[config.mk]
export PLATFORM = sky130hd
export DESIGN_NAME = corr_ctrl_top
export DESIGN_NICKNAME = d
export VERILOG_FILES = /design/src/line_pkg.sv /design/src/cmd_pkg.sv /design/src/line_cfg_if.sv /design/src/corr_ctrl_top.sv /design/src/pwm_bank.sv /design/src/cmd_parser.sv /design/src/uart_rx.sv
export SDC_FILE = /design/constraint.sdc
export NUM_CORES = 1
export LEC_CHECK = 0
export ABC_AREA = 1
export BUFFER_PORTS_ARGS = -buffer_cell sky130_fd_sc_hd__buf_2
export CAP_MARGIN = 20
export CORE_MARGIN = 4
export CORE_UTILIZATION = 41
export DETAILED_ROUTE_END_ITERATION = 8
export HOLD_SLACK_MARGIN = 0.12
export SYNTH_ARGS = -nofsm -noshare
export SYNTH_HDL_FRONTEND = slang
export SYNTH_SLANG_ARGS = --single-unit
[constraint.sdc]
create_clock -name clk -period 9.5 [get_ports clk]
set_input_delay 0.475 -clock clk [delete_from_list [all_inputs] [get_ports clk]]
set_output_delay 0.475 -clock clk [all_outputs]
set_load 0.02 [all_outputs]
[src/line_pkg.sv]
//****************************************************************************
// Geometry of the correlator lines: how many there are, the width of the
// line selection and the size of every per-line configuration field.
//****************************************************************************

`default_nettype none

package line_pkg;

	localparam int unsigned num_lines = 4;

	// Selection is wider than needed; lines past num_lines are not written.
	localparam int unsigned line_sel_w = 8;
	localparam int unsigned line_idx_w = $clog2(num_lines);

	localparam int unsigned volt_w = 8;
	localparam int unsigned test_w = 8;
	localparam int unsigned led_w  = 8;

	// Index and length: delay groups in bits 0 to 11, divider in 12 to 15.
	localparam int unsigned dly_w = 16;

	localparam int unsigned pwm_cnt_w = 8; // One PWM period is 256 cycles.

endpackage

`default_nettype wire

[src/cmd_pkg.sv]
//****************************************************************************
// Command set of the serial control port: opcode values, bit-field sizes
// of the command byte and the rule that turns a baud selection into a
// bit period in clock cycles.
//****************************************************************************

`default_nettype none

package cmd_pkg;

	localparam int unsigned op_w = 4; // Opcode sits in the low nibble.

	localparam logic [op_w-1:0] op_clear          = 4'd0;
	localparam logic [op_w-1:0] op_set_line       = 4'd1;
	localparam logic [op_w-1:0] op_set_leds       = 4'd2;
	localparam logic [op_w-1:0] op_set_baud_rate  = 4'd3;
	localparam logic [op_w-1:0] op_set_delay      = 4'd4;
	localparam logic [op_w-1:0] op_set_freq_div   = 4'd8;
	localparam logic [op_w-1:0] op_set_voltage    = 4'd9;
	localparam logic [op_w-1:0] op_enable_test    = 4'd12;
	localparam logic [op_w-1:0] op_enable_capture = 4'd13;

	// Opcodes 4 to 7 are all delay writes.
	localparam logic [op_w-1:0] op_delay_mask = 4'b1100;

	localparam int unsigned pair_w    = 2; // Line number and voltage pairs.
	localparam int unsigned nib_w     = 4; // Test and LED nibbles.
	localparam int unsigned dly_grp_w = 3;
	localparam int unsigned div_grp_w = 2;
	localparam int unsigned div_base  = 12; // Divider bits sit above the delay bits.

	localparam int unsigned baud_sel_w      = 4;
	localparam int unsigned base_bit_cycles = 8;
	localparam int unsigned max_baud_sel    = 7;
	localparam int unsigned bit_cnt_w       = $clog2((base_bit_cycles << max_baud_sel) + 1);

	// Bit period doubles with each step of the selection, clamped at the top.
	function automatic logic [bit_cnt_w-1:0] bit_cycles(input logic [baud_sel_w-1:0] sel);
		logic [baud_sel_w-1:0] eff;
		eff = (sel > baud_sel_w'(max_baud_sel)) ? baud_sel_w'(max_baud_sel) : sel;
		return bit_cnt_w'(base_bit_cycles) << eff;
	endfunction

endpackage

`default_nettype wire
[src/line_cfg_if.sv]
//****************************************************************************
// Per-line configuration registers as packed buses, one field per line.
// The command parser drives them, the PWM bank reads the voltages and the
// top level brings the rest out.
//****************************************************************************

`timescale 1ns/1ps
`default_nettype none

interface line_cfg_if;

	logic [line_pkg::num_lines*line_pkg::volt_w-1:0] voltage;
	logic [line_pkg::num_lines*line_pkg::test_w-1:0] test;
	logic [line_pkg::num_lines*line_pkg::led_w-1:0]  leds;
	logic [line_pkg::num_lines*line_pkg::dly_w-1:0]  cross_idx;
	logic [line_pkg::num_lines*line_pkg::dly_w-1:0]  auto_idx;
	logic [line_pkg::num_lines*line_pkg::dly_w-1:0]  cross_len;
	logic [line_pkg::num_lines*line_pkg::dly_w-1:0]  auto_len;

	modport parser (
		output voltage, test, leds,
		output cross_idx, auto_idx, cross_len, auto_len
	);

	modport pwm (
		input voltage
	);

	modport top (
		input test, leds,
		input cross_idx, auto_idx, cross_len, auto_len
	);

endinterface

`default_nettype wire

[src/corr_ctrl_top.sv]
//****************************************************************************
// Control front end of the correlator. Serial commands come in on rx and
// set the per-line configuration, which leaves as plain level outputs
// together with one PWM bias output per line.
//****************************************************************************

`timescale 1ns/1ps
`default_nettype none

module corr_ctrl_top #(
	parameter bit has_leds = 1'b1
) (
	input  wire                                                 clk,
	input  wire                                                 rst,
	input  wire                                                 rx,
	output logic [line_pkg::num_lines-1:0]                      pwm,
	output logic [line_pkg::num_lines*line_pkg::test_w-1:0]     test,
	output logic [line_pkg::num_lines*line_pkg::led_w-1:0]      leds,
	output logic [line_pkg::num_lines*line_pkg::dly_w-1:0]      cross_idx,
	output logic [line_pkg::num_lines*line_pkg::dly_w-1:0]      auto_idx,
	output logic [line_pkg::num_lines*line_pkg::dly_w-1:0]      cross_len,
	output logic [line_pkg::num_lines*line_pkg::dly_w-1:0]      auto_len,
	output logic                                                integrating,
	output logic                                                external_clock,
	output logic                                                timestamp_reset,
	output logic                                                extra_commands
);

	logic [7:0] byte_data;
	logic byte_valid;
	logic [cmd_pkg::baud_sel_w-1:0] baud_sel;

	line_cfg_if cfg ();

	uart_rx uart_rx_i (
		.clk        (clk),
		.rst        (rst),
		.rx         (rx),
		.baud_sel   (baud_sel),   // Fed back from the parser.
		.byte_data  (byte_data),
		.byte_valid (byte_valid)
	);

	cmd_parser #(
		.has_leds (has_leds)
	) cmd_parser_i (
		.clk             (clk),
		.rst             (rst),
		.byte_data       (byte_data),
		.byte_valid      (byte_valid),
		.baud_sel        (baud_sel),
		.integrating     (integrating),
		.external_clock  (external_clock),
		.timestamp_reset (timestamp_reset),
		.extra_commands  (extra_commands),
		.cfg             (cfg)
	);

	pwm_bank pwm_bank_i (
		.clk (clk),
		.rst (rst),
		.cfg (cfg),
		.pwm (pwm)
	);

	assign test      = cfg.test;
	assign leds      = cfg.leds;
	assign cross_idx = cfg.cross_idx;
	assign auto_idx  = cfg.auto_idx;
	assign cross_len = cfg.cross_len;
	assign auto_len  = cfg.auto_len;

endmodule

`default_nettype wire

[src/pwm_bank.sv]
//****************************************************************************
// PWM outputs for the line bias voltages. A shared free-running counter is
// compared with each line's voltage, so a line is high for that many
// cycles out of every counter period.
//****************************************************************************

`timescale 1ns/1ps
`default_nettype none

module pwm_bank (
	input  wire                              clk,
	input  wire                              rst,
	line_cfg_if.pwm                          cfg,
	output logic [line_pkg::num_lines-1:0]   pwm
);

	logic [line_pkg::pwm_cnt_w-1:0] cnt;

	always_ff @(posedge clk) begin
		if (rst)
			cnt <= '0;
		else
			cnt <= cnt + 1'b1; // Wraps after 255.
	end

	for (genvar i = 0; i < line_pkg::num_lines; i++) begin : g_line
		logic [line_pkg::volt_w-1:0] level;

		assign level = cfg.voltage[i*line_pkg::volt_w +: line_pkg::volt_w];

		always_ff @(posedge clk) begin
			if (rst)
				pwm[i] <= 1'b0;
			else
				pwm[i] <= cnt < level;
		end

		assert property (@(posedge clk) disable iff (rst) pwm[i] |-> $past(level) != '0)
			else $error("pwm_bank: line %0d high with zero voltage", i);
	end

endmodule

`default_nettype wire

[src/cmd_parser.sv]
//****************************************************************************
// Command decoder for the serial control port. Each received byte carries
// an opcode in its low nibble and a small value in its high nibble, which
// is written into the flags, the baud selection or a field of one line.
//****************************************************************************

`timescale 1ns/1ps
`default_nettype none

module cmd_parser #(
	parameter bit has_leds = 1'b0
) (
	input  wire                                clk,
	input  wire                                rst,
	input  wire [7:0]                          byte_data,
	input  wire                                byte_valid,
	output logic [cmd_pkg::baud_sel_w-1:0]     baud_sel,
	output logic                               integrating,
	output logic                               external_clock,
	output logic                               timestamp_reset,
	output logic                               extra_commands,
	line_cfg_if.parser                         cfg
);

	logic [cmd_pkg::op_w-1:0] op;
	logic [line_pkg::line_sel_w-1:0] current_line;
	logic [line_pkg::line_idx_w-1:0] ln;
	logic line_ok;
	logic [1:0] tgt;
	int unsigned dly_lsb;
	int unsigned div_lsb;

	assign op      = byte_data[cmd_pkg::op_w-1:0];
	assign ln      = current_line[line_pkg::line_idx_w-1:0];
	assign line_ok = current_line < line_pkg::line_sel_w'(line_pkg::num_lines);

	// Length over index from extra_commands, auto over cross from bit 7.
	assign tgt = {extra_commands, byte_data[7]};

	assign dly_lsb = ln * line_pkg::dly_w + byte_data[1:0] * cmd_pkg::dly_grp_w;
	assign div_lsb = ln * line_pkg::dly_w + cmd_pkg::div_base
		+ byte_data[6] * cmd_pkg::div_grp_w;

	always_ff @(posedge clk) begin
		if (rst) begin
			current_line    <= '0;
			baud_sel        <= '0;
			integrating     <= 1'b0;
			external_clock  <= 1'b0;
			timestamp_reset <= 1'b1; // Timestamps are held until capture is set up.
			extra_commands  <= 1'b0;
			cfg.voltage     <= '0;
			cfg.test        <= '0;
			cfg.leds        <= '0;
			cfg.cross_idx   <= '0;
			cfg.auto_idx    <= '0;
			cfg.cross_len   <= '0;
			cfg.auto_len    <= '0;
		end else if (byte_valid) begin
			unique case (op)
				cmd_pkg::op_set_line:
					current_line[byte_data[7:6]*cmd_pkg::pair_w +: cmd_pkg::pair_w] <= byte_data[5:4];
				cmd_pkg::op_enable_capture: begin
					integrating     <= byte_data[4];
					external_clock  <= byte_data[5];
					timestamp_reset <= byte_data[6];
					extra_commands  <= byte_data[7];
				end
				cmd_pkg::op_set_baud_rate:
					baud_sel <= byte_data[7:4];
				cmd_pkg::op_clear: if (line_ok) begin
					cfg.cross_idx[ln*line_pkg::dly_w +: line_pkg::dly_w] <= '0;
					cfg.auto_idx[ln*line_pkg::dly_w +: line_pkg::dly_w]  <= '0;
				end
				cmd_pkg::op_set_voltage: if (line_ok) begin
					cfg.voltage[ln*line_pkg::volt_w + byte_data[7:6]*cmd_pkg::pair_w
						+: cmd_pkg::pair_w] <= byte_data[5:4];
				end
				cmd_pkg::op_enable_test: if (line_ok) begin
					cfg.test[ln*line_pkg::test_w + extra_commands*cmd_pkg::nib_w
						+: cmd_pkg::nib_w] <= byte_data[7:4];
				end
				cmd_pkg::op_set_leds: if (line_ok && has_leds) begin
					cfg.leds[ln*line_pkg::led_w + extra_commands*cmd_pkg::nib_w
						+: cmd_pkg::nib_w] <= byte_data[7:4];
				end
				cmd_pkg::op_set_freq_div: if (line_ok) begin
					unique case (tgt)
						2'b00: cfg.cross_idx[div_lsb +: cmd_pkg::div_grp_w] <= byte_data[5:4];
						2'b01: cfg.auto_idx[div_lsb +: cmd_pkg::div_grp_w]  <= byte_data[5:4];
						2'b10: cfg.cross_len[div_lsb +: cmd_pkg::div_grp_w] <= byte_data[5:4];
						2'b11: cfg.auto_len[div_lsb +: cmd_pkg::div_grp_w]  <= byte_data[5:4];
					endcase
				end
				default: begin
					// Any opcode 01xx is a delay write; the rest are unused.
					if (line_ok && (op & cmd_pkg::op_delay_mask) == cmd_pkg::op_set_delay) begin
						unique case (tgt)
							2'b00: cfg.cross_idx[dly_lsb +: cmd_pkg::dly_grp_w] <= byte_data[6:4];
							2'b01: cfg.auto_idx[dly_lsb +: cmd_pkg::dly_grp_w]  <= byte_data[6:4];
							2'b10: cfg.cross_len[dly_lsb +: cmd_pkg::dly_grp_w] <= byte_data[6:4];
							2'b11: cfg.auto_len[dly_lsb +: cmd_pkg::dly_grp_w]  <= byte_data[6:4];
						endcase
					end
				end
			endcase
		end
	end

	// Line fields move only on the cycle after a received byte.
	assert property (@(posedge clk) disable iff (rst)
		!byte_valid |=> $stable({cfg.voltage, cfg.test, cfg.leds, cfg.cross_idx,
			cfg.auto_idx, cfg.cross_len, cfg.auto_len}))
		else $error("cmd_parser: line field changed without a received byte");

endmodule

`default_nettype wire

[src/uart_rx.sv]
//****************************************************************************
// Serial receiver, 8 data bits, no parity, one stop bit, LSB first.
// The bit period is taken from baud_sel at each start bit and every byte
// with a high stop bit is handed on with a one-cycle byte_valid strobe.
//****************************************************************************

`timescale 1ns/1ps
`default_nettype none

module uart_rx (
	input  wire                            clk,
	input  wire                            rst,
	input  wire                            rx,
	input  wire [cmd_pkg::baud_sel_w-1:0]  baud_sel,
	output logic [7:0]                     byte_data,
	output logic                           byte_valid
);

	typedef enum logic [1:0] {st_idle, st_start, st_data, st_stop} state_t;

	state_t state;
	logic rx_meta;
	logic rx_sync;
	logic rx_prev;
	logic [cmd_pkg::bit_cnt_w-1:0] bit_len;
	logic [cmd_pkg::bit_cnt_w-1:0] cnt;
	logic [2:0] bit_idx;

	always_ff @(posedge clk) begin
		if (rst) begin
			rx_meta <= 1'b1; // Line idles high.
			rx_sync <= 1'b1;
			rx_prev <= 1'b1;
		end else begin
			rx_meta <= rx;
			rx_sync <= rx_meta;
			rx_prev <= rx_sync;
		end
	end

	always_ff @(posedge clk) begin
		if (rst) begin
			state      <= st_idle;
			cnt        <= '0;
			bit_idx    <= '0;
			byte_valid <= 1'b0;
		end else begin
			byte_valid <= 1'b0;
			if (state != st_idle && cnt != '0) begin
				cnt <= cnt - 1'b1;
			end else begin
				unique case (state)
					st_idle: if (rx_prev && !rx_sync) begin
						// First wait is half a bit so that sampling lands mid-bit.
						bit_len <= cmd_pkg::bit_cycles(baud_sel);
						cnt     <= (cmd_pkg::bit_cycles(baud_sel) >> 1) - 1'b1;
						state   <= st_start;
					end
					st_start: begin
						cnt     <= bit_len - 1'b1;
						bit_idx <= '0;
						state   <= rx_sync ? st_idle : st_data; // A short glitch is ignored.
					end
					st_data: begin
						byte_data <= {rx_sync, byte_data[7:1]};
						cnt       <= bit_len - 1'b1;
						bit_idx   <= bit_idx + 1'b1;
						if (bit_idx == 3'd7)
							state <= st_stop;
					end
					st_stop: begin
						byte_valid <= rx_sync; // Bytes with a low stop bit are dropped.
						state      <= st_idle;
					end
				endcase
			end
		end
	end

	assert property (@(posedge clk) disable iff (rst) byte_valid |=> !byte_valid)
		else $error("uart_rx: byte_valid held for more than one cycle");

endmodule

`default_nettype wire

==> results.md <==
* Final standard cell utilization of the core at 49.04%
* Number of sinks driven by the clock tree at 416
* CTS-repair resized insts at 0
* Port-buffer cells at 330
* Syn nets at 3060
* Critical Path RT at 9980 ps
* Clock root buffer: clkbuf_16
* Post-synthesis cell count at 3007
* Floorplan row count at 82
* Crit path buffers/inverters at 6
* Wire length of the first global-routing pass at 120200 um
* Effective utilization at floorplan at 41.61%
* Final routed wirelength across all metal layers at 80120 um
* Sequential share of the synthesized area at 40.58%
* Kind of end point of the critical path: flip-flop
* Crit path arrival time at 5550 ps
* DIE HEIGHT at 233.9 um
* Maximum clock insertion buffer count at 3
* Placer Congestion at 0.9604
* Post-CTS Repair Setup Buffers at 0
* Total global routing overflow at 0
* Synth top area cells: dfxtp_1 38%, nand2_1 10%, nor2_1 8.2%
* Half-perimeter wire length after detailed placement at 57750 um
* Origin of the critical flop-to-flop path: uart_rx_i.byte_data[0]$_DFFE_PP_
* Area fraction of the dominant cell type after synthesis at 38.28%
* Core outline area at 50270 um2
* First DRT Iteration DRCs at 2036
* Max_cap viols at 0
* Count of yosys warnings during synthesis at 0
* Outcome: finished clean
* Standard cell with the maximum stage delay on the critical path: nand3_4
* Num CTS Buffers at 48
* Synthesis-to-layout area growth at 17.85%
* Endpoints failing setup at 0
* Number of iterations in the first detailed-routing pass at 6
* Number of hold violations in the final report at 0
* Post-route setup slack at 4426 ps
* Synth Area per Inst at 6.957 um2
* Final routed DRC violation total at 0
* Leakage power figure at 10.76 nW
* Post-placement setup slack at 4129 ps
* Die outline area at 54700 um2
* Drt via density at 5.478
* Hold_sp: rst
* Total routing usage reported by global routing at 28.10%
* Final Cycle Share at 53.41%
* Largest fanout on the critical path at 55
* Maximum vdd ir drop at 123.9 uV
* Count of flip-flops with a built-in enable after synthesis at 16
* Via count of the first global-routing pass at 20560
* Sum Neg Setup Slack at 0 ps
* Unrepaired setup endpoints after global routing: false
* Library cell with the largest summed area after synthesis: dfxtp_1
* FF+latch count, synth at 416
* Die outline width at 233.9 um
* Leading cell type in the layout, fill and taps excluded: nand2_1
* Startpoint of the most critical setup path: uart_rx_i.byte_data[0]$_DFFE_PP_
* Series of cell instances along the critical path: buf_4, inv_2, ha_1, nand3_4, inv_4, nand2_1, nand2_2, nor3_2, nand3_1, inv_1, buf_16, nand2_1, inv_1, o21ai_0, nor2_1
* Wirelength per Cell at 20.04 um
* Proportion of synthesized flip-flops having asynchronous set or reset at 0%
* Vias post-DR at 21900
* Slew at the pin closest to its max-slew limit at 1149 ps
* CTS H-tree depth at 2
* Primary flip-flop cell chosen by synthesis mapping: dfxtp_1
* Fmax at 197.1 MHz
* Areal power density over the cells at 175.7 nW/um2
* Largest incremental delay on the critical path at 700 ps
* CP delay by family, top: buffers and inverters
* Layout cells sized above 1 at 17.18%
* Initial antenna violation count at 0
* Nature of the critical path startpoint: flip-flop
* Most frequent cells in the layout: 567 x nand2_1, 458 x nor2_1, 400 x dfxtp_1
* Normalized max-slew margin at 23.14%
* DRT antenna net count at 0
* Maximum number of pins on one net before global-route repair at 125
* Worst clock skew at 33.96 ps
* Hold/Removal Path Class: in2reg
* I/O Pins at 331
* TritonCTS clock tree: built
* Clock insertion delay at the later pin of the skew report at 610 ps
* Final critical delay including setup and external delays at 5074 ps
* Clock slew at the register clock pins of the worst setup and hold paths at 60 ps
* Crit Path Class: reg2reg
* Fin nets at 3337
* Number of max-slew violations in the final report at 0
* Area of the mapped netlist at 20920 um2
* Cell variety after synth at 58
## what timing repair did
item | CTS | global route
hold buffers | 1 | 0
endpoints found under the hold margin | 1 | 0
setup endpoints to repair | 0 | 0
## cells by family (layout without fill, tap and decap cells)
logic type / after synthesis / count (layout) / share of synthesized area [%]
AOI/OAI and AO/OA: 657 / 657 / 16.84
xor gates and xnor gates: 6 / 6 / 0.3410
adders and majority gates: 50 / 50 / 2.991
buffers and inverters: 419 / 736 / 7.865
DFF: 416 / 416 / 40.58
other: 0 / 2 / 0
and+or+nand+nor: 1459 / 1459 / 31.38
## registers in the layout, indices dropped and copies added, names as in the netlist, 11 cells and up, named ones only
| name | cells |
|---|---|
| cmd_parser_i.cfg.cross_len | 64 |
| cmd_parser_i.cfg.cross_idx | 64 |
| cmd_parser_i.cfg.leds | 32 |
| uart_rx_i.cnt | 11 |
| cmd_parser_i.cfg.auto_idx | 64 |
| cmd_parser_i.cfg.voltage | 32 |
| cmd_parser_i.cfg.auto_len | 64 |
| cmd_parser_i.cfg.test | 32 |
## layout make-up
cell class                      instances  area [um2]
Inverter                              300        1134
Clock inverter                         19       183.9
Multi-Input combinational cell       2172       10790
Clock buffer                           71        1409
Tap cell                              672       840.8
Antenna cell                            2       5.005
Fill cell                            5171       25620
Sequential cell                       416        8488
Timing Repair Buffer                  346        1800
## power by group
part	total (mW)	leakage (nW)	internal (mW)	switching [mW]
registers	1.81	3.37	1.79	0.0257
logic	0.641	6.62	0.179	0.463
clock network	1.88	0.774	1.11	0.769
## worst reg2reg max path: cells and delay by family, from the launching register on
| family | cells | cell delay, ps |
|---|---|---|
| buffers and inverters | 6 | 2120 |
| AND/OR/NAND/NOR | 7 | 1830 |
| adder cells (fa/ha/maj) | 1 | 560 |
| flip-flops | 1 | 360 |
| AO/OA/AOI/OAI | 1 | 130 |
## per-layer routing
layer / up-vias / part of all wire [%] / GRT usage (%)
met5: - / 0 / 0
met4: 0 / 3.6 / 9.933
met3: 171 / 7.7 / 5.029
met2: 879 / 45 / 45.02
met1: 10340 / 43 / 38.19
li1: 10520 / - / -
## cells in the mapped netlist (11+ instances only)
library cell and count:
nand2_1 567, nor2_1 458, dfxtp_1 400, a21oi_1 310, inv_1 257, o21ai_0 248
nand3_1 167, nor3_1 100, clkbuf_1 77, ha_1 50, nand4_1 45, inv_2 36
buf_2 29, nor2_4 26, nor2_2 23, nand2_2 19, a211oi_1 18, edfxtp_1 16
o21ai_1 16, o21bai_1 14, o22ai_1 11
## per-stage QoR
stage	instances	power, mW	hold slack [ps]	area [um2]
6_report	3998	4.331	399.3	24650
5_1_grt	3996	4.524	443.9	24650
4_1_cts	3994	4.358	396.1	24610
3_5_place_dp	3903	2.483	416.9	23010
3_3_place_gp	3903	2.478	403.2	23010
2_1_floorplan	3007	2.329	389.5	20920
## path summary, 6_finish.rpt
check,endpoint,slack [ps],depth (start not counted)
worst max-delay path,cmd_parser_i.cfg.auto_idx[31]$_SDFFE_PP0P_,4430,15
worst min-delay path,uart_rx_i.bit_idx[1]$_SDFFE_PP0P_,400,2
worst max register to register,cmd_parser_i.cfg.auto_idx[31]$_SDFFE_PP0P_,4430,15
worst min register to register,uart_rx_i.rx_sync$_SDFF_PP1_,430,1
No activity file was read; power rests on OpenSTA's default activity.
